===== config.mk =====
export PLATFORM = sky130hd
export DESIGN_NAME = hwpe_regfile_top
export DESIGN_NICKNAME = d
export VERILOG_FILES = /design/src/design/hwpe_regfile_pkg.sv /design/src/design/axil_reg_port.sv /design/src/design/job_ctrl_fsm.sv /design/src/design/job_counters.sv /design/src/design/io_param_bank.sv /design/src/design/hwpe_regfile_top.sv
export SDC_FILE = /design/constraint.sdc
export NUM_CORES = 1
export LEC_CHECK = 0
export BUFFER_PORTS_ARGS = -buffer_cell sky130_fd_sc_hd__buf_2
export CAP_MARGIN = 5
export CORE_MARGIN = 10
export CORE_UTILIZATION = 55
export CTS_CLUSTER_DIAMETER = 150
export DETAILED_ROUTE_END_ITERATION = 6
export PLACE_DENSITY = 0.77
export SLEW_MARGIN = 20
export SYNTH_ARGS = -nofsm -noshare
export SYNTH_HDL_FRONTEND = slang
export SYNTH_SLANG_ARGS = --single-unit

===== constraint.sdc =====
create_clock -name clk_i -period 5.04 [get_ports clk_i]
set_clock_uncertainty 0.15 [all_clocks]
set_input_delay 1.26 -clock clk_i [delete_from_list [all_inputs] [get_ports clk_i]]
set_output_delay 1.26 -clock clk_i [all_outputs]
set_load 0.03 [all_outputs]

===== src/design/hwpe_regfile_pkg.sv =====
// HWPE control register file package
// Register map, widths, response and status codes shared by the RTL

package hwpe_regfile_pkg;

  localparam int unsigned DATA_W    = 32;
  localparam int unsigned ADDR_W    = 8;
  localparam int unsigned STRB_W    = DATA_W / 8;
  localparam int unsigned N_CONTEXT = 2;
  localparam int unsigned CTX_W     = 1;
  localparam int unsigned N_IO_REGS = 4;
  localparam int unsigned IO_W      = 2;
  localparam int unsigned JOB_ID_W  = 8;
  localparam int unsigned FIN_W     = 2;
  localparam int unsigned CNT_W     = $clog2(N_CONTEXT + 1); // Busy context count

  // Register byte offsets
  localparam logic [ADDR_W-1:0] ADDR_ACQUIRE     = 8'h00;
  localparam logic [ADDR_W-1:0] ADDR_TRIGGER     = 8'h04;
  localparam logic [ADDR_W-1:0] ADDR_FINISHED    = 8'h08;
  localparam logic [ADDR_W-1:0] ADDR_STATUS      = 8'h0C;
  localparam logic [ADDR_W-1:0] ADDR_RUNNING_JOB = 8'h10;
  localparam logic [ADDR_W-1:0] ADDR_SOFTCLEAR   = 8'h14;
  localparam logic [ADDR_W-1:0] ADDR_IO_BASE     = 8'h40;
  localparam logic [ADDR_W-1:0] IO_CTX_STRIDE    = 8'h10;
  localparam logic [ADDR_W-1:0] IO_SPAN          = ADDR_W'(N_CONTEXT * IO_CTX_STRIDE);

  // Read responses
  localparam logic [DATA_W-1:0] RESP_OFFLOADING = 32'hFFFF_FFFE;
  localparam logic [DATA_W-1:0] RESP_ALL_BUSY   = 32'hFFFF_FFFF;
  localparam logic [DATA_W-1:0] RESP_UNMAPPED   = 32'hDEAD_BEEF;
  localparam logic [1:0]        AXI_RESP_OKAY   = 2'b00;

  localparam logic [FIN_W-1:0] FINISHED_MAX = 2'd2;
  localparam logic [7:0]       CTX_BUSY     = 8'h01; // Status byte of an occupied context

  typedef enum logic {
    IDLE,
    ACQUIRED
  } job_state_t;

endpackage


===== src/design/axil_reg_port.sv =====
// AXI4-Lite slave port of the HWPE register file
// Decodes accepted transfers into one-cycle strobes and registers read data

`timescale 1ns/1ns

module axil_reg_port import hwpe_regfile_pkg::*; (
  input  logic                clk_i,
  input  logic                rst_ni,
  input  logic [ADDR_W-1:0]   awaddr_i,
  input  logic                awvalid_i,
  output logic                awready_o,
  input  logic [DATA_W-1:0]   wdata_i,
  input  logic [STRB_W-1:0]   wstrb_i,
  input  logic                wvalid_i,
  output logic                wready_o,
  output logic [1:0]          bresp_o,
  output logic                bvalid_o,
  input  logic                bready_i,
  input  logic [ADDR_W-1:0]   araddr_i,
  input  logic                arvalid_i,
  output logic                arready_o,
  output logic [DATA_W-1:0]   rdata_o,
  output logic [1:0]          rresp_o,
  output logic                rvalid_o,
  input  logic                rready_i,
  input  logic [DATA_W-1:0]   acq_resp_i,
  input  logic [DATA_W-1:0]   status_i,
  input  logic [FIN_W-1:0]    finished_i,
  input  logic [JOB_ID_W-1:0] running_id_i,
  input  logic [DATA_W-1:0]   io_rdata_i,
  output logic                acquire_o,
  output logic                trigger_o,
  output logic                fin_clear_o,
  output logic                soft_clear_o,
  output logic                io_we_o,
  output logic [CTX_W-1:0]    io_ctx_o,
  output logic [IO_W-1:0]     io_idx_o,
  output logic [CTX_W-1:0]    io_rd_ctx_o,
  output logic [IO_W-1:0]     io_rd_idx_o,
  output logic [DATA_W-1:0]   wdata_o,
  output logic [STRB_W-1:0]   wstrb_o
);

  logic              wready_q, bvalid_q;
  logic              arready_q, rvalid_q;
  logic [DATA_W-1:0] rdata_q, rd_mux;
  logic              wr_acc, rd_acc;
  logic [ADDR_W-1:0] aw_off, ar_off;
  logic              aw_io, ar_io;

  assign wr_acc = wready_q & awvalid_i & wvalid_i;
  assign rd_acc = arready_q & arvalid_i;

  // I/O window decode, word aligned only
  assign aw_off = awaddr_i - ADDR_IO_BASE;
  assign ar_off = araddr_i - ADDR_IO_BASE;
  assign aw_io  = (awaddr_i >= ADDR_IO_BASE) && (aw_off < IO_SPAN) && (awaddr_i[1:0] == 2'b00);
  assign ar_io  = (araddr_i >= ADDR_IO_BASE) && (ar_off < IO_SPAN) && (araddr_i[1:0] == 2'b00);

  assign io_ctx_o    = aw_off[IO_W+2 +: CTX_W];
  assign io_idx_o    = aw_off[2 +: IO_W];
  assign io_rd_ctx_o = ar_off[IO_W+2 +: CTX_W];
  assign io_rd_idx_o = ar_off[2 +: IO_W];

  assign acquire_o    = rd_acc & (araddr_i == ADDR_ACQUIRE);
  assign trigger_o    = wr_acc & (awaddr_i == ADDR_TRIGGER);
  assign fin_clear_o  = wr_acc & (awaddr_i == ADDR_FINISHED);
  assign soft_clear_o = wr_acc & (awaddr_i == ADDR_SOFTCLEAR);
  assign io_we_o      = wr_acc & aw_io;
  assign wdata_o      = wdata_i;
  assign wstrb_o      = wstrb_i;

  // Write channel, address and data accepted together
  always_ff @(posedge clk_i or negedge rst_ni) begin
    if (!rst_ni) begin
      wready_q <= 1'b0;
      bvalid_q <= 1'b0;
    end else begin
      wready_q <= !wready_q && awvalid_i && wvalid_i && !bvalid_q;
      if (wr_acc) begin
        bvalid_q <= 1'b1;
      end else if (bready_i) begin
        bvalid_q <= 1'b0;
      end
    end
  end

  // Read channel
  always_ff @(posedge clk_i or negedge rst_ni) begin
    if (!rst_ni) begin
      arready_q <= 1'b0;
      rvalid_q  <= 1'b0;
    end else begin
      arready_q <= !arready_q && arvalid_i && !rvalid_q;
      if (rd_acc) begin
        rvalid_q <= 1'b1;
      end else if (rready_i) begin
        rvalid_q <= 1'b0;
      end
    end
  end

  always_comb begin
    case (araddr_i)
      ADDR_ACQUIRE:     rd_mux = acq_resp_i;
      ADDR_TRIGGER:     rd_mux = '0;
      ADDR_SOFTCLEAR:   rd_mux = '0;
      ADDR_FINISHED:    rd_mux = DATA_W'(finished_i);
      ADDR_STATUS:      rd_mux = status_i;
      ADDR_RUNNING_JOB: rd_mux = DATA_W'(running_id_i);
      default:          rd_mux = ar_io ? io_rdata_i : RESP_UNMAPPED;
    endcase
  end

  // Sampled from register values before the side effects of this access
  always_ff @(posedge clk_i) begin
    if (rd_acc) begin
      rdata_q <= rd_mux;
    end
  end

  assign awready_o = wready_q;
  assign wready_o  = wready_q;
  assign bvalid_o  = bvalid_q;
  assign bresp_o   = AXI_RESP_OKAY;
  assign arready_o = arready_q;
  assign rvalid_o  = rvalid_q;
  assign rdata_o   = rdata_q;
  assign rresp_o   = AXI_RESP_OKAY; // Unmapped reads too

  a_bvalid_hold: assert property (@(posedge clk_i) disable iff (!rst_ni)
    bvalid_o && !bready_i |=> bvalid_o);
  a_rvalid_hold: assert property (@(posedge clk_i) disable iff (!rst_ni)
    rvalid_o && !rready_i |=> rvalid_o && $stable(rdata_o));

endmodule


===== src/design/job_ctrl_fsm.sv =====
// Offload state machine of the HWPE register file
// Tracks acquire/trigger, queues triggered contexts and schedules the engine

`timescale 1ns/1ns

module job_ctrl_fsm import hwpe_regfile_pkg::*; (
  input  logic                clk_i,
  input  logic                rst_ni,
  input  logic                acquire_i,
  input  logic                trigger_i,
  input  logic                soft_clear_i,
  input  logic                done_i,
  input  logic [JOB_ID_W-1:0] offload_id_i,
  output logic [DATA_W-1:0]   acq_resp_o,
  output logic                offload_ok_o,
  output logic [DATA_W-1:0]   status_o,
  output logic                start_o,
  output logic [CTX_W-1:0]    run_ctx_o
);

  job_state_t           state_q;
  logic [CTX_W-1:0]     ptr_ctx_q;  // Next context to fill
  logic [CTX_W-1:0]     run_ctx_q;  // Oldest triggered context
  logic [N_CONTEXT-1:0] ctx_busy_q;
  logic [CNT_W-1:0]     busy_cnt_q;
  logic                 eng_busy_q;
  logic                 start_q;
  logic                 all_busy;
  logic                 trig_ok;
  logic                 launch;

  assign all_busy = (busy_cnt_q == CNT_W'(N_CONTEXT));
  assign trig_ok  = trigger_i && (state_q == ACQUIRED); // Trigger in IDLE is dropped
  assign launch   = !eng_busy_q && (busy_cnt_q != '0);

  // Test-and-set response
  always_comb begin
    offload_ok_o = 1'b0;
    if (state_q == ACQUIRED) begin
      acq_resp_o = RESP_OFFLOADING;
    end else if (all_busy) begin
      acq_resp_o = RESP_ALL_BUSY;
    end else begin
      acq_resp_o   = DATA_W'(offload_id_i);
      offload_ok_o = 1'b1;
    end
  end

  always_ff @(posedge clk_i or negedge rst_ni) begin
    if (!rst_ni) begin
      state_q    <= IDLE;
      ptr_ctx_q  <= '0;
      run_ctx_q  <= '0;
      ctx_busy_q <= '0;
      busy_cnt_q <= '0;
      eng_busy_q <= 1'b0;
      start_q    <= 1'b0;
    end else if (soft_clear_i) begin
      state_q    <= IDLE;
      ptr_ctx_q  <= '0;
      run_ctx_q  <= '0;
      ctx_busy_q <= '0;
      busy_cnt_q <= '0;
      eng_busy_q <= 1'b0;
      start_q    <= 1'b0;
    end else begin
      if (acquire_i && offload_ok_o) begin
        state_q <= ACQUIRED;
      end else if (trig_ok) begin
        state_q <= IDLE;
      end
      if (trig_ok) begin
        ptr_ctx_q <= ptr_ctx_q + 1'b1; // Wraps, N_CONTEXT is a power of two
      end
      if (done_i) begin
        run_ctx_q <= run_ctx_q + 1'b1;
      end
      for (int c = 0; c < N_CONTEXT; c++) begin
        if (trig_ok && (ptr_ctx_q == CTX_W'(c))) begin
          ctx_busy_q[c] <= 1'b1;
        end else if (done_i && (run_ctx_q == CTX_W'(c))) begin
          ctx_busy_q[c] <= 1'b0;
        end
      end
      busy_cnt_q <= busy_cnt_q + CNT_W'(trig_ok) - CNT_W'(done_i);
      start_q    <= launch;
      if (launch) begin
        eng_busy_q <= 1'b1;
      end else if (done_i) begin
        eng_busy_q <= 1'b0;
      end
    end
  end

  // One status byte per context, upper bytes read zero
  always_comb begin
    status_o = '0;
    for (int c = 0; c < N_CONTEXT; c++) begin
      status_o[8*c +: 8] = ctx_busy_q[c] ? CTX_BUSY : 8'h00;
    end
  end

  assign start_o   = start_q;
  assign run_ctx_o = run_ctx_q;

  a_done_needs_engine: assert property (@(posedge clk_i) disable iff (!rst_ni)
    done_i |-> eng_busy_q);
  a_busy_cnt_bound: assert property (@(posedge clk_i) disable iff (!rst_ni)
    busy_cnt_q <= CNT_W'(N_CONTEXT));

endmodule


===== src/design/job_counters.sv =====
// Job counters of the HWPE register file
// Offload id, running id and the saturating finished-job count

`timescale 1ns/1ns

module job_counters import hwpe_regfile_pkg::*; (
  input  logic                clk_i,
  input  logic                rst_ni,
  input  logic                offload_ok_i,
  input  logic                acquire_i,
  input  logic                done_i,
  input  logic                fin_clear_i,
  input  logic                soft_clear_i,
  output logic [JOB_ID_W-1:0] offload_id_o,
  output logic [JOB_ID_W-1:0] running_id_o,
  output logic [FIN_W-1:0]    finished_o
);

  logic [JOB_ID_W-1:0] offload_id_q;
  logic [JOB_ID_W-1:0] running_id_q;
  logic [FIN_W-1:0]    finished_q;
  logic                done_q;

  always_ff @(posedge clk_i or negedge rst_ni) begin
    if (!rst_ni) begin
      offload_id_q <= '0;
      running_id_q <= '0;
      finished_q   <= '0;
      done_q       <= 1'b0;
    end else if (soft_clear_i) begin
      offload_id_q <= '0;
      running_id_q <= '0;
      finished_q   <= '0;
      done_q       <= 1'b0;
    end else begin
      done_q <= done_i;
      if (acquire_i && offload_ok_i) begin
        offload_id_q <= offload_id_q + 1'b1;
      end
      if (done_q) begin
        running_id_q <= running_id_q + 1'b1; // Lags done by one cycle
      end
      if (fin_clear_i) begin
        finished_q <= '0;
      end else if (done_i && (finished_q != FINISHED_MAX)) begin
        finished_q <= finished_q + 1'b1;
      end
    end
  end

  assign offload_id_o = offload_id_q;
  assign running_id_o = running_id_q;
  assign finished_o   = finished_q;

endmodule


===== src/design/io_param_bank.sv =====
// Per-context I/O parameter registers
// Byte-enable writes from the bus and the running slice for the engine

`timescale 1ns/1ns

module io_param_bank import hwpe_regfile_pkg::*; (
  input  logic                              clk_i,
  input  logic                              rst_ni,
  input  logic                              soft_clear_i,
  input  logic                              we_i,
  input  logic [CTX_W-1:0]                  wr_ctx_i,
  input  logic [IO_W-1:0]                   wr_idx_i,
  input  logic [DATA_W-1:0]                 wdata_i,
  input  logic [STRB_W-1:0]                 wstrb_i,
  input  logic [CTX_W-1:0]                  rd_ctx_i,
  input  logic [IO_W-1:0]                   rd_idx_i,
  input  logic [CTX_W-1:0]                  run_ctx_i,
  output logic [DATA_W-1:0]                 rdata_o,
  output logic [N_IO_REGS-1:0][DATA_W-1:0]  params_o
);

  logic [N_CONTEXT-1:0][N_IO_REGS-1:0][DATA_W-1:0] mem_q;

  always_ff @(posedge clk_i or negedge rst_ni) begin
    if (!rst_ni) begin
      mem_q <= '0;
    end else if (soft_clear_i) begin
      mem_q <= '0;
    end else if (we_i) begin
      for (int b = 0; b < STRB_W; b++) begin
        if (wstrb_i[b]) begin
          mem_q[wr_ctx_i][wr_idx_i][8*b +: 8] <= wdata_i[8*b +: 8];
        end
      end
    end
  end

  assign rdata_o  = mem_q[rd_ctx_i][rd_idx_i]; // Registered later in the bus port
  assign params_o = mem_q[run_ctx_i];

endmodule


===== src/design/hwpe_regfile_top.sv =====
// HWPE control register file top level
// AXI4-Lite slave port, offload FSM, job counters and parameter bank

`timescale 1ns/1ns

module hwpe_regfile_top import hwpe_regfile_pkg::*; (
  input  logic                             clk_i,
  input  logic                             rst_ni,
  input  logic [ADDR_W-1:0]                awaddr_i,
  input  logic                             awvalid_i,
  output logic                             awready_o,
  input  logic [DATA_W-1:0]                wdata_i,
  input  logic [STRB_W-1:0]                wstrb_i,
  input  logic                             wvalid_i,
  output logic                             wready_o,
  output logic [1:0]                       bresp_o,
  output logic                             bvalid_o,
  input  logic                             bready_i,
  input  logic [ADDR_W-1:0]                araddr_i,
  input  logic                             arvalid_i,
  output logic                             arready_o,
  output logic [DATA_W-1:0]                rdata_o,
  output logic [1:0]                       rresp_o,
  output logic                             rvalid_o,
  input  logic                             rready_i,
  output logic                             start_o,
  output logic [CTX_W-1:0]                 run_ctx_o,
  output logic [N_IO_REGS-1:0][DATA_W-1:0] params_o,
  input  logic                             done_i
);

  logic                acquire, trigger, fin_clear, soft_clear;
  logic                io_we;
  logic [CTX_W-1:0]    io_ctx, io_rd_ctx;
  logic [IO_W-1:0]     io_idx, io_rd_idx;
  logic [DATA_W-1:0]   wdata;
  logic [STRB_W-1:0]   wstrb;
  logic [DATA_W-1:0]   acq_resp, status, io_rdata;
  logic                offload_ok;
  logic [JOB_ID_W-1:0] offload_id, running_id;
  logic [FIN_W-1:0]    finished;

  axil_reg_port port_i (
    .clk_i, .rst_ni,
    .awaddr_i, .awvalid_i, .awready_o,
    .wdata_i, .wstrb_i, .wvalid_i, .wready_o,
    .bresp_o, .bvalid_o, .bready_i,
    .araddr_i, .arvalid_i, .arready_o,
    .rdata_o, .rresp_o, .rvalid_o, .rready_i,
    .acq_resp_i   (acq_resp),
    .status_i     (status),
    .finished_i   (finished),
    .running_id_i (running_id),
    .io_rdata_i   (io_rdata),
    .acquire_o    (acquire),
    .trigger_o    (trigger),
    .fin_clear_o  (fin_clear),
    .soft_clear_o (soft_clear),
    .io_we_o      (io_we),
    .io_ctx_o     (io_ctx),
    .io_idx_o     (io_idx),
    .io_rd_ctx_o  (io_rd_ctx),
    .io_rd_idx_o  (io_rd_idx),
    .wdata_o      (wdata),
    .wstrb_o      (wstrb)
  );

  job_ctrl_fsm fsm_i (
    .clk_i, .rst_ni,
    .acquire_i    (acquire),
    .trigger_i    (trigger),
    .soft_clear_i (soft_clear),
    .done_i,
    .offload_id_i (offload_id),
    .acq_resp_o   (acq_resp),
    .offload_ok_o (offload_ok),
    .status_o     (status),
    .start_o,
    .run_ctx_o
  );

  job_counters counters_i (
    .clk_i, .rst_ni,
    .offload_ok_i (offload_ok),
    .acquire_i    (acquire),
    .done_i,
    .fin_clear_i  (fin_clear),
    .soft_clear_i (soft_clear),
    .offload_id_o (offload_id),
    .running_id_o (running_id),
    .finished_o   (finished)
  );

  io_param_bank bank_i (
    .clk_i, .rst_ni,
    .soft_clear_i (soft_clear),
    .we_i         (io_we),
    .wr_ctx_i     (io_ctx),
    .wr_idx_i     (io_idx),
    .wdata_i      (wdata),
    .wstrb_i      (wstrb),
    .rd_ctx_i     (io_rd_ctx),
    .rd_idx_i     (io_rd_idx),
    .run_ctx_i    (run_ctx_o),
    .rdata_o      (io_rdata),
    .params_o
  );

endmodule


Word-level counts from Yosys, hierarchy flattened

Cells that the tools add are included.
Widths: inputs -> output; s select.

Flip-flop bits (word level): 320
Bits in latches: 0
RAM bits: 0
ROM bits: 0
Bits of input ports: 60
Output and inout bits: 171
Logic and storage cells: 181
Memories kept: 0

Add/subtract/negate cells: 9
Multiply operators: 0
Div/mod/pow operators: 0
Magnitude comparators: 11
Eq/ne operators: 10
Shifts and indexed selects: 0
Mux-type cells: 75
Bitwise logic cells: 10
Reduce and logical (&&, ||, !) cells: 41

Operators with widths:

| cell                | count |
|---|---|
| $mux 256            | 12 |
| $bwmux 256          | 4 |
| $mux 128            | 8 |
| $demux 128 s1       | 4 |
| $demux 32 s2        | 4 |
| $mux 32             | 5 |
| $pmux 32 s5         | 1 |
| $bmux 32 s2         | 1 |
| $mux 8              | 5 |
| $eq 8x4->1 const B  | 3 |
| $eq 8x5->1 const B  | 3 |
| $mux 1              | 24 |
| $mux 24             | 1 |
| $logic_and 1x1->1   | 19 |
| $add 8x1->8 const B | 2 |
| $eq 8x3->1 const B  | 2 |
| $ge 8x7->1 const B  | 2 |
| $lt 8x6->1 const B  | 2 |
| $mux 16             | 1 |
| $reduce_bool 2->1   | 8 |
| $sub 8x7->8 const B | 2 |
| $reduce_bool 3->1   | 5 |
| $mux 2              | 5 |
| $and 1x1->1         | 8 |
| other kinds (15)    | 25 |

Longest topological paths before layout

Gate-level depths: netlist (run 1).

Word-level depth: 23
Depth in mapped cells: 8
Depth with buffers taken out: 7

By module

A second synthesis (run 1) with hierarchy kept.

Cells, all modules: 1,360
Area total of the unflattened synthesis: 17,249.0 µm²

Modules (own cells, without submodules):

| module        | times used | cells an instance | area an instance (µm²) | seq. area each (µm²) |
|---|---|---|---|---|
| io_param_bank | 1          | 928               | 13,127.6               | 6,406.1 |
| axil_reg_port | 1          | 240               | 2,327.2                | 1,061.0 |
| job_counters  | 1          | 89                | 913.4                  | 475.5 |
| job_ctrl_fsm  | 1          | 103               | 880.8                  | 225.2 |

Worst setup path after synthesis (run 1)

OpenSTA, ideal clock, no wires.

Kind: input port to flip-flop
Start point: in awaddr_i[5]
End point: reg fsm_i.busy_cnt_q[1]
Setup time: 132 ps
Data arrival time: 3,052 ps
Data required time: 4,758 ps
Slack: 1,706 ps
Cell stages on the path: 8
Buffers on the path: 2
Cells stage by stage: clkbuf_1 or3_1 clkbuf_1 nor4_1 ha_1 xor2_1 xnor2_1 nor2_1

Longest elaborated chain between the ends: 6
Elaborated cells on any way between the ends: 8
Those cells by class: add/sub (2); eq/ne (2); mux (1); bitwise (2); reduce/logical (1)

RTL lines:

| element              | line                  | RTL |
|---|---|---|
| start, declared      | hwpe_regfile_top.sv:9 | `input logic [ADDR_W-1:0] awaddr_i,` |
| $eq 8x3->1           | axil_reg_port.sv:66   | `assign trigger_o = wr_acc & (awaddr_i == ADDR_TRIGGER);` |
| $and 1x1->1          | axil_reg_port.sv:66   |  |
| $logic_and 1x1->1    | job_ctrl_fsm.sv:33    | `assign trig_ok = trigger_i && (state_q == ACQUIRED);` |
| $add 2x1->2          | job_ctrl_fsm.sv:85    | `busy_cnt_q <= busy_cnt_q + CNT_W'(trig_ok) - CNT_W'(done_i);` |
| $sub 2x1->2          | job_ctrl_fsm.sv:85    |  |
| $mux 2 *             | job_ctrl_fsm.sv:58    | `end else if (soft_clear_i) begin` |
| end signal, assigned | job_ctrl_fsm.sv:85    |  |
| end, declared        | job_ctrl_fsm.sv:25    | `logic [CNT_W-1:0] busy_cnt_q;` |

Every way passes the cells marked *; elsewhere a longest branch is shown, timed or not.
A chain may end at the register's enable or synchronous reset.

==> impl_metrics.env, run 1 <==
export IMPL_postCtsSetupBuffers=0
export IMPL_synthCells=1438
export IMPL_cts_resized=0
export IMPL_holdPathStages=1
export IMPL_rsz0062_at_grt="no"
export IMPL_fp_dieW_um=193.9
export IMPL_critPathKind="flop to output port"
export IMPL_route_met3_wl_mm=6.334
export IMPL_vias_per_cell=6.821
export IMPL_overflow=0
export IMPL_min_period_ns=3.916
export IMPL_grt_max_degree=101
export IMPL_arrival_ns=2.51
export IMPL_yosys_register_bits=320
export IMPL_slew_violations=0
export IMPL_final_nets=1681
export IMPL_met2WireLength_mm=24.60
export IMPL_period_share_pct=77.71
export IMPL_maxCapViolCount=0
export IMPL_postRouteAntennaNets=0
export IMPL_routed_wl_mm=54.87
export IMPL_drt_iter0_drc=1364
export IMPL_clk_latency_ns=0.53
export IMPL_hold_class="flop to flop"
export IMPL_ys_seq_area_share_pct=49.09
export IMPL_grt_pass1_vias=13852
export IMPL_cts_inserted_buffers=36
export IMPL_num_vias=13888
export IMPL_met1_length_mm=21.88
export IMPL_setup_viol=0
export IMPL_avgRoutedWirePerCell_um=26.95
export IMPL_synth_area_leaders="dfrtp_1, mux2_2, o2bb2ai_1"
export IMPL_syn_area_mm2=0.01664
export IMPL_cp_required_ns=3.63
export IMPL_hold_viol=0
export IMPL_end_kind="output port"
export IMPL_die_area_mm2=0.03761
export IMPL_start_kind="flop"
export IMPL_gp_congestion=0.9508
export IMPL_grt_pass1_wl_mm=85.08
export IMPL_ys_warn_count=0
export IMPL_async_reset_ff_share_pct=90.00
export IMPL_initial_core_util_pct=55.99
export IMPL_finalSetupTns_ns=0
export IMPL_fin_cells=2036
export IMPL_synth_most_common_cell="dfrtp_1"
export IMPL_clock_sinks=320
export IMPL_path_clk_slew_ns=0.06
export IMPL_port_buffers=226
export IMPL_synth_flop_cell="dfrtp_1"
export IMPL_irDropWorstVdd_uv=292.2
export IMPL_power_density_mw_per_mm2=335.2
export IMPL_drive_gt1_share_pct=31.81
export IMPL_fp_dieH_um=193.9
export IMPL_num_rows=63
export IMPL_syn_avg_cell_area_um2=11.57
export IMPL_status="completed"
export IMPL_synth_edf_count=32
export IMPL_antenna_found_initial=6
export IMPL_cts_tree="built"
export IMPL_dpl_hpwl_mm=36.88
export IMPL_place_inst=1968
export IMPL_drc_errors=0
export IMPL_synthTopCellsByCount="dfrtp_1, mux2_2, o2bb2ai_1"
export IMPL_drt_pass1_iter_count=6
export IMPL_syn2layout_area_growth_pct=16.21
export IMPL_yosysTopAreaCell="dfrtp_1"
export IMPL_reg2reg_depth=4
export IMPL_maxSlewHeadroom_pct=23.26
export IMPL_design_core_area_mm2=0.02972
export IMPL_root_buffer="clkbuf_16"
export IMPL_cts_hold_buf=0
export IMPL_ios=231
export IMPL_top_layer="met5"
export IMPL_worst_pin_slew_ns=1.136
export IMPL_synth_distinct_cells=68
export IMPL_gr_usage_all_layers_pct=28.19
export IMPL_p_leak_nw=9.020
export IMPL_netlist_area_leader_share_pct=43.32
export IMPL_clk_path_buf_depth=3
export IMPL_fmax_mhz=255.3
export IMPL_cts_htree_levels=2
export IMPL_cp_max_fo=62
[cells by family (layout without fill, tap and decap cells)]
logic type | Yosys count | count (layout) | share of synthesized area (%)
adder cells (fa/ha/maj) | 5 | 5 | 0.3760
AO/OA/AOI/OAI | 353 | 353 | 15.60
flip-flops | 320 | 320 | 49.09
AND/OR/NAND/NOR | 347 | 347 | 10.62
XOR/XNOR | 9 | 9 | 0.4738
multiplexers | 271 | 271 | 20.65
buffers and inverters | 132 | 335 | 3.166
other | 1 | 6 | 0.02254
[where the power goes]
| part | switching [W] | total (W) | internal [W] |
|---|---|---|---|
| clock network | 0.00108 | 0.00275 | 0.00167 |
| logic | 0.000522 | 0.000875 | 0.000353 |
| registers | 0.000164 | 0.00285 | 0.00269 |
[area by class of cell]
type                    instances  area, um^2
repair buffers                255        1401
diodes                          2       5.005
multi-input cells             989        7963
well taps                     390       488.0
fillers                      2254       10380
clock buffers                  60        1155
clock inverters                 6       97.59
flip-flops and latches        320        8172
inverters                      14       52.55
[routing by layer]
metal  up-vias  global-route usage (%)
met5         -                       0
met4         8                   10.08
li1       5857                       -
met3       157                   7.071
met1      6923                   38.86
met2       943                   42.40
[layout by cell type, fill, tap and decap left out, types with 5 or more instances in the layout]
cell | synthesis | routed
nand2_1 | 92 | 92
nand3b_1 | 5 | 5
mux2_2 | 148 | 148
nor2b_1 | 8 | 8
nand2b_1 | 9 | 9
o2bb2ai_1 | 123 | 123
o22ai_1 | 22 | 22
and3_1 | 5 | 5
clkbuf_1 | 85 | 11
o221a_2 | 5 | 5
nand4_1 | 24 | 24
a221o_1 | 6 | 6
ha_1 | 5 | 5
dfrtp_1 | 288 | 287
buf_4 | 5 | 28
a211oi_1 | 20 | 20
o31ai_1 | 12 | 12
nor2_1 | 103 | 103
nor3_1 | 7 | 7
or3_1 | 7 | 7
inv_1 | 14 | 13
clkbuf_16 | 0 | 39
or4_1 | 7 | 7
o21ai_1 | 15 | 15
o21ai_0 | 68 | 68
buf_2 | 9 | 223
mux2i_1 | 80 | 80
o211ai_1 | 9 | 9
mux4_2 | 43 | 43
xor2_1 | 5 | 5
nand3_1 | 40 | 40
a21oi_1 | 27 | 27
clkbuf_8 | 0 | 10
a22o_1 | 28 | 28
edfxtp_1 | 32 | 32
[flip-flops by register name, indices dropped and copies added (netlist names)]
signal                   count
bank_i.mem_q               256
port_i.rdata_o              32
counters_i.offload_id_o      8
counters_i.running_id_o      8
counters_i.finished_o        2
fsm_i.busy_cnt_q             2
fsm_i.ctx_busy_q             2
counters_i.done_q            1
fsm_i.eng_busy_q             1
fsm_i.ptr_ctx_q              1
fsm_i.run_ctx_o              1
fsm_i.start_o                1
fsm_i.state_q                1
port_i.arready_o             1
port_i.awready_o             1
port_i.bvalid_o              1
port_i.rvalid_o              1
[path summary, 6_finish.rpt]
check | start | endpoint | slack [ns]
max | fsm_i.run_ctx_o | params_o[23] | 1.12
min | port_i.arready_o | port_i.arready_o | 0.31
min reg2reg | port_i.arready_o | port_i.arready_o | 0.31
max reg2reg | port_i.awready_o | bank_i.mem_q[163] | 1.92
max in group asynchronous | rst_ni | bank_i.mem_q[121] | 3.14
min in group asynchronous | rst_ni | port_i.arready_o | 0.59
[metrics by stage]
step	utilization, %	power [W]	hold WS [ns]	cell area [um^2]	setup slack (ns)
final	65.06	0.006480	0.3099	19330	1.124
after global routing	65.06	0.006684	0.3255	19330	1.046
after CTS	65.01	0.006482	0.3120	19320	1.120
after detailed placement	60.80	0.003761	0.3035	18070	1.116
after global placement	60.80	0.003748	0.2890	18070	1.155
after floorplan	-	0.003471	0.2844	16650	1.706
[critical path: stages (launching register included)]
cell and delay (ns):
dfrtp_4 0.92, buf_12 0.40, mux2_2 0.42, buf_2 0.19
Note: power is estimated with default switching activity, not from simulation.
==> inputs of run 2 (changes only) <==
--- a/config.mk
+++ b/config.mk
@@ -8,7 +8,7 @@
 export BUFFER_PORTS_ARGS = -buffer_cell sky130_fd_sc_hd__buf_2
 export CAP_MARGIN = 5
 export CORE_MARGIN = 10
-export CORE_UTILIZATION = 55
+export CORE_UTILIZATION = 53
 export CTS_CLUSTER_DIAMETER = 150
 export DETAILED_ROUTE_END_ITERATION = 6
 export PLACE_DENSITY = 0.77
==> constraint.sdc (replaced) <==
create_clock -name clk_i -period 3.6 [get_ports clk_i]
set_clock_uncertainty 0.15 [all_clocks]
set_input_delay 0.9 -clock clk_i [delete_from_list [all_inputs] [get_ports clk_i]]
set_output_delay 0.9 -clock clk_i [all_outputs]
set_load 0.03 [all_outputs]
==> impl_metrics.env, run 2 (same netlist as run 1, synthesis figures left out) <==
export IMPL_clk_path_buf_depth=3
export IMPL_grt_max_degree=83
export IMPL_final_nets=1705
export IMPL_use_met1_pct=37.87
export IMPL_min_period_ns=3.075
export IMPL_cp_num_cells=3
export IMPL_slew_violations=0
export IMPL_grt_pass1_wl_mm=84.28
export IMPL_largest_register="bank_i.mem_q"
export IMPL_reg2reg_from="port_i.awready_o"
export IMPL_cp_max_fo=52
export IMPL_root_buffer="clkbuf_16"
export IMPL_largest_reg_flops=256
export IMPL_cts_htree_levels=2
export IMPL_overflow=0
export IMPL_grt_use_met3_pct=7.615
export IMPL_path_clk_slew_ns=0.06
export IMPL_initial_core_util_pct=54.11
export IMPL_ios=231
export IMPL_start_kind="flop"
export IMPL_avgRoutedWirePerCell_um=26.76
export IMPL_reg2reg_to="bank_i.mem_q[235]"
export IMPL_design_area_mm2=0.01952
export IMPL_postRouteAntennaNets=0
export IMPL_fmax_mhz=325.2
export IMPL_finalSetupTns_ns=0
export IMPL_gr_usage_all_layers_pct=27.75
export IMPL_routed_wl_mm=55.23
export IMPL_slowest_delay_ns=0.54
export IMPL_dpl_instance_area_mm2=0.01832
export IMPL_startpoint="fsm_i.run_ctx_o"
export IMPL_dp_slack_ns=0.3737
export IMPL_power_density_mw_per_mm2=463.9
export IMPL_diodes=0
export IMPL_layout_commonest_cell="dfrtp_1"
export IMPL_drt_iter0_drc=1384
export IMPL_worst_pin_slew_ns=0.9951
export IMPL_slowest_stage="dfrtp_4"
export IMPL_cts_hold_buf=0
export IMPL_hold_class="input pin to asynchronous set/reset pin"
export IMPL_grt_pass1_vias=13986
export IMPL_multiInputGateArea_mm2=0.007954
export IMPL_met2_usage_pct=41.76
export IMPL_cts_inserted_buffers=36
export IMPL_hold_viol=0
export IMPL_worstPathCellList="buf_12, mux2_2, buf_2"
export IMPL_arrival_ns=2.02
export IMPL_busiest_layer="met2"
export IMPL_cp_required_ns=2.55
export IMPL_design_core_area_mm2=0.03075
export IMPL_die_area_mm2=0.03888
export IMPL_irDropWorstVdd_uv=303.9
export IMPL_finalWorstSetupSlack_ns=0.5250
export IMPL_path_buf_inv=2
export IMPL_num_vias=13925
export IMPL_gp_congestion=0.9259
export IMPL_drc_errors=0
export IMPL_layout_common_cells="dfrtp_1, buf_2, mux2_2, o2bb2ai_1, nor2_1"
export IMPL_period_share_pct=85.42
export IMPL_fp_dieW_um=197.2
export IMPL_critPathKind="flop to output port"
export IMPL_end_kind="output port"
export IMPL_fillers=2402
export IMPL_setup_viol=0
export IMPL_vias_per_cell=6.747
export IMPL_postCtsSetupBuffers=0
export IMPL_num_rows=64
export IMPL_p_leak_nw=9.142
export IMPL_rsz0062_at_grt="no"
export IMPL_reg2reg_depth=4
export IMPL_maxSlewHeadroom_pct=33.21
export IMPL_clock_sinks=320
export IMPL_antenna_found_initial=3
export IMPL_cts_resized=0
export IMPL_r2r_setup_slack_ns=1.04
export IMPL_syn2layout_area_growth_pct=17.34
export IMPL_maxCapViolCount=0
export IMPL_drt_pass1_iter_count=7
export IMPL_port_buffers=226
export IMPL_drive_gt1_share_pct=32.97
export IMPL_clk_latency_ns=0.52
export IMPL_dpl_hpwl_mm=37.07
export IMPL_status="completed"
export IMPL_cts_tree="built"
export IMPL_worst_path_dominant_cell_family="flip-flops"
export IMPL_fp_dieH_um=197.2
export IMPL_seq_area_mm2=0.008172
export IMPL_crit_end="params_o[21]"
-- run 2: cell count changes in the layout (fill, tap and decap cells not counted), moves of 3 or more --
cell	before	now
clkbuf_8	10	7
buf_12	3	8
clkinv_2	1	9
clkbuf_1	11	8
buf_4	28	47
-- run 2: final cells by class --
cell class	count	area share (%)
inverters	14	0.2692
flip-flops and latches	320	41.86
well taps	396	2.538
clock inverters	14	0.7819
repair buffers	279	8.421
clock buffers	52	5.390
multi-input cells	989	40.74
-- run 2: report_power, final --
group / switching [W] / leakage, nW / total, W / internal (W)
clock: 0.00152 / 0.602 / 0.00378 / 0.00225
sequential: 0.000128 / 4.24 / 0.00389 / 0.00377
combinational: 0.000846 / 4.30 / 0.00138 / 0.000537
total: 0.00250 / 9.14 / 0.00906 / 0.00656
-- run 2: worst min-delay path by stage --
stage                            end  depth (start not counted)  slack (ns)        startpoint
CTS                 port_i.arready_o                          1        0.21            rst_ni
global route        port_i.arready_o                          1        0.22            rst_ni
detailed placement  port_i.arready_o                          1        0.29   port_i.rvalid_o
finish              port_i.arready_o                          1        0.18            rst_ni
floorplan              fsm_i.start_o                          1        0.28  fsm_i.eng_busy_q
global placement    port_i.arready_o                          1        0.29  port_i.arready_o
-- run 2: through the flow --
| stage | util [%] | total power (W) | std cells | hold WS [ns] |
|---|---|---|---|---|
| after floorplan | - | 0.004859 | 1441 | 0.2844 |
| after global placement | 59.57 | 0.005297 | 1998 | 0.2893 |
| after detailed placement | 59.57 | 0.005318 | 1998 | 0.2913 |
| after global routing | 63.49 | 0.009310 | 2064 | 0.2191 |
| after CTS | 63.49 | 0.009047 | 2064 | 0.2148 |
| final | 63.49 | 0.009056 | 2064 | 0.1824 |
-- run 2: layer usage --
metal,wire length [um],part of all wire [%]
met1,22220,40
met2,24610,45
met3,6401,12
met4,1949,3.5
met5,44,0.080
==> inputs of run 3 (changes only) <==
--- a/config.mk
+++ b/config.mk
@@ -5,10 +5,10 @@
 export SDC_FILE = /design/constraint.sdc
 export NUM_CORES = 1
 export LEC_CHECK = 0
-export BUFFER_PORTS_ARGS = -buffer_cell sky130_fd_sc_hd__buf_2
+export BUFFER_PORTS_ARGS = -buffer_cell sky130_fd_sc_hd__buf_4
 export CAP_MARGIN = 5
 export CORE_MARGIN = 10
-export CORE_UTILIZATION = 53
+export CORE_UTILIZATION = 55
 export CTS_CLUSTER_DIAMETER = 150
 export DETAILED_ROUTE_END_ITERATION = 6
 export PLACE_DENSITY = 0.77
==> constraint.sdc (replaced) <==
create_clock -name clk_i -period 3 [get_ports clk_i]
set_clock_uncertainty 0.15 [all_clocks]
set_input_delay 0.75 -clock clk_i [delete_from_list [all_inputs] [get_ports clk_i]]
set_output_delay 0.75 -clock clk_i [all_outputs]
set_load 0.03 [all_outputs]
==> impl_metrics.env, run 3 (same netlist as run 1, synthesis figures left out) <==
export IMPL_status="completed"
export IMPL_end_kind="output port"
export IMPL_p_leak_nw=9.386
export IMPL_initial_core_util_pct=55.99
export IMPL_setup_viol=0
export IMPL_reg2reg_to="bank_i.mem_q[179]"
export IMPL_root_buffer="clkbuf_16"
export IMPL_num_vias=14042
export IMPL_postCtsSetupBuffers=0
export IMPL_maxCapViolCount=0
export IMPL_hold_viol=0
export IMPL_cp_max_fo=20
export IMPL_num_rows=63
export IMPL_overflow=0
export IMPL_clk_latency_ns=0.53
export IMPL_p_seq_share_pct=42.1
export IMPL_fmax_mhz=341.4
export IMPL_arrival_ns=2.03
export IMPL_routed_wl_mm=55.61
export IMPL_maxSlewHeadroom_pct=28.71
export IMPL_r2r_setup_slack_ns=0.71
export IMPL_multiInputGateArea_mm2=0.007954
export IMPL_seq_area_mm2=0.008172
export IMPL_layout_common_cells="buf_4, dfrtp_1, mux2_2, o2bb2ai_1, nor2_1"
export IMPL_fin_cells=2082
export IMPL_cts_resized=0
export IMPL_fp_dieH_um=193.9
export IMPL_place_inst=2017
export IMPL_dpl_hpwl_mm=37.62
export IMPL_power_density_mw_per_mm2=547.0
export IMPL_clockPowerShare_pct=42.6
export IMPL_cts_tree="built"
export IMPL_rsz0062_at_grt="no"
export IMPL_gr_usage_all_layers_pct=28.56
export IMPL_slew_violations=0
export IMPL_diodes=0
export IMPL_design_area_mm2=0.02037
export IMPL_drt_iter0_drc=1372
export IMPL_cp_required_ns=2.10
export IMPL_largest_reg_flops=256
export IMPL_fillers=2190
export IMPL_grt_pass1_wl_mm=85.79
export IMPL_layout_commonest_cell="buf_4"
export IMPL_start_kind="flop"
export IMPL_drc_errors=0
export IMPL_design_core_area_mm2=0.02972
export IMPL_switchingPower_w=0.003003
export IMPL_finalSetupTns_ns=0
export IMPL_cts_hold_buf=0
export IMPL_hold_class="input pin to asynchronous set/reset pin"
export IMPL_largest_register="bank_i.mem_q"
export IMPL_grt_pass1_vias=14295
export IMPL_cts_htree_levels=2
export IMPL_path_clk_slew_ns=0.06
export IMPL_reg2reg_from="port_i.awready_o"
export IMPL_ios=231
export IMPL_avgRoutedWirePerCell_um=26.71
export IMPL_gp_congestion=0.9176
export IMPL_worst_pin_slew_ns=1.065
export IMPL_clk_path_buf_depth=3
export IMPL_fin_util_pct=68.55
export IMPL_final_nets=1730
export IMPL_grt_max_degree=83
export IMPL_period_share_pct=97.65
export IMPL_critPathKind="flop to output port"
export IMPL_cts_inserted_buffers=36
export IMPL_reg2reg_depth=6
export IMPL_fp_dieW_um=193.9
export IMPL_drt_pass1_iter_count=6
export IMPL_p_int_w=0.008140
export IMPL_min_period_ns=2.929
export IMPL_port_buffers=226
export IMPL_vias_per_cell=6.744
export IMPL_pwr_share_comb_pct=15.3
export IMPL_drive_gt1_share_pct=34.16
export IMPL_postRouteAntennaNets=0
export IMPL_irDropWorstVdd_uv=496.5
export IMPL_syn2layout_area_growth_pct=22.45
export IMPL_swShare_pct=26.95
export IMPL_antenna_found_initial=0
export IMPL_dpl_instance_area_mm2=0.01908
export IMPL_clock_sinks=320
export IMPL_die_area_mm2=0.03761
[run 3: power groups by stage]
stage	Clock, W	Combinational, W	Sequential (W)
final	0.00475	0.00171	0.00469
after global routing	0.00495	0.00182	0.00471
after detailed placement	0	0.00169	0.00477
after global placement	0	0.00166	0.00476
after floorplan	0	0.00108	0.00475
after CTS	0.00477	0.00170	0.00469
[run 3: critical path: stages, from the launching register on]
cell,delay (ns)
dfrtp_4,0.58
buf_4,0.35
mux2_2,0.41
buf_4,0.18
[run 3: per-stage QoR]
step | total power, W | worst slack (ns) | hold slack, ns
after floorplan | 0.005831 | 0.1762 | 0.2844
after global placement | 0.006422 | 0.03018 | 0.2977
after detailed placement | 0.006455 | 0.02347 | 0.3024
after CTS | 0.01115 | 0.06764 | 0.05596
after global routing | 0.01148 | 0.03241 | 0.06930
final | 0.01114 | 0.07064 | 0.03750
[run 3: routing by layer]
metal,global-route usage (%),vias to the layer above,wire (um)
met5,0,-,0
met4,10.53,0,2122
met3,7.521,170,6078
met2,44.01,928,25360
met1,38.11,7015,22050
li1,-,5929,-
[run 3: layout make-up]
| cell class | instances | share of cell area [%] |
|---|---|---|
| Clock buffer | 50 | 5.392 |
| Clock inverter | 15 | 0.9458 |
| Inverter | 14 | 0.2580 |
| Multi-Input combinational cell | 989 | 39.04 |
| Sequential cell | 320 | 40.11 |
| Tap cell | 390 | 2.395 |
| Timing Repair Buffer | 304 | 11.85 |
[run 3: worst max-delay path by stage]
stage                     slack [ns]             from                    endpoint
after global routing            0.03  fsm_i.run_ctx_o               params_o[100]
after global placement          0.03      araddr_i[4]  counters_i.offload_id_o[7]
after CTS                       0.07  fsm_i.run_ctx_o               params_o[100]
final                           0.07  fsm_i.run_ctx_o               params_o[100]
after detailed placement        0.02      araddr_i[4]  counters_i.offload_id_o[7]
after floorplan                 0.18      awaddr_i[5]         fsm_i.busy_cnt_q[1]
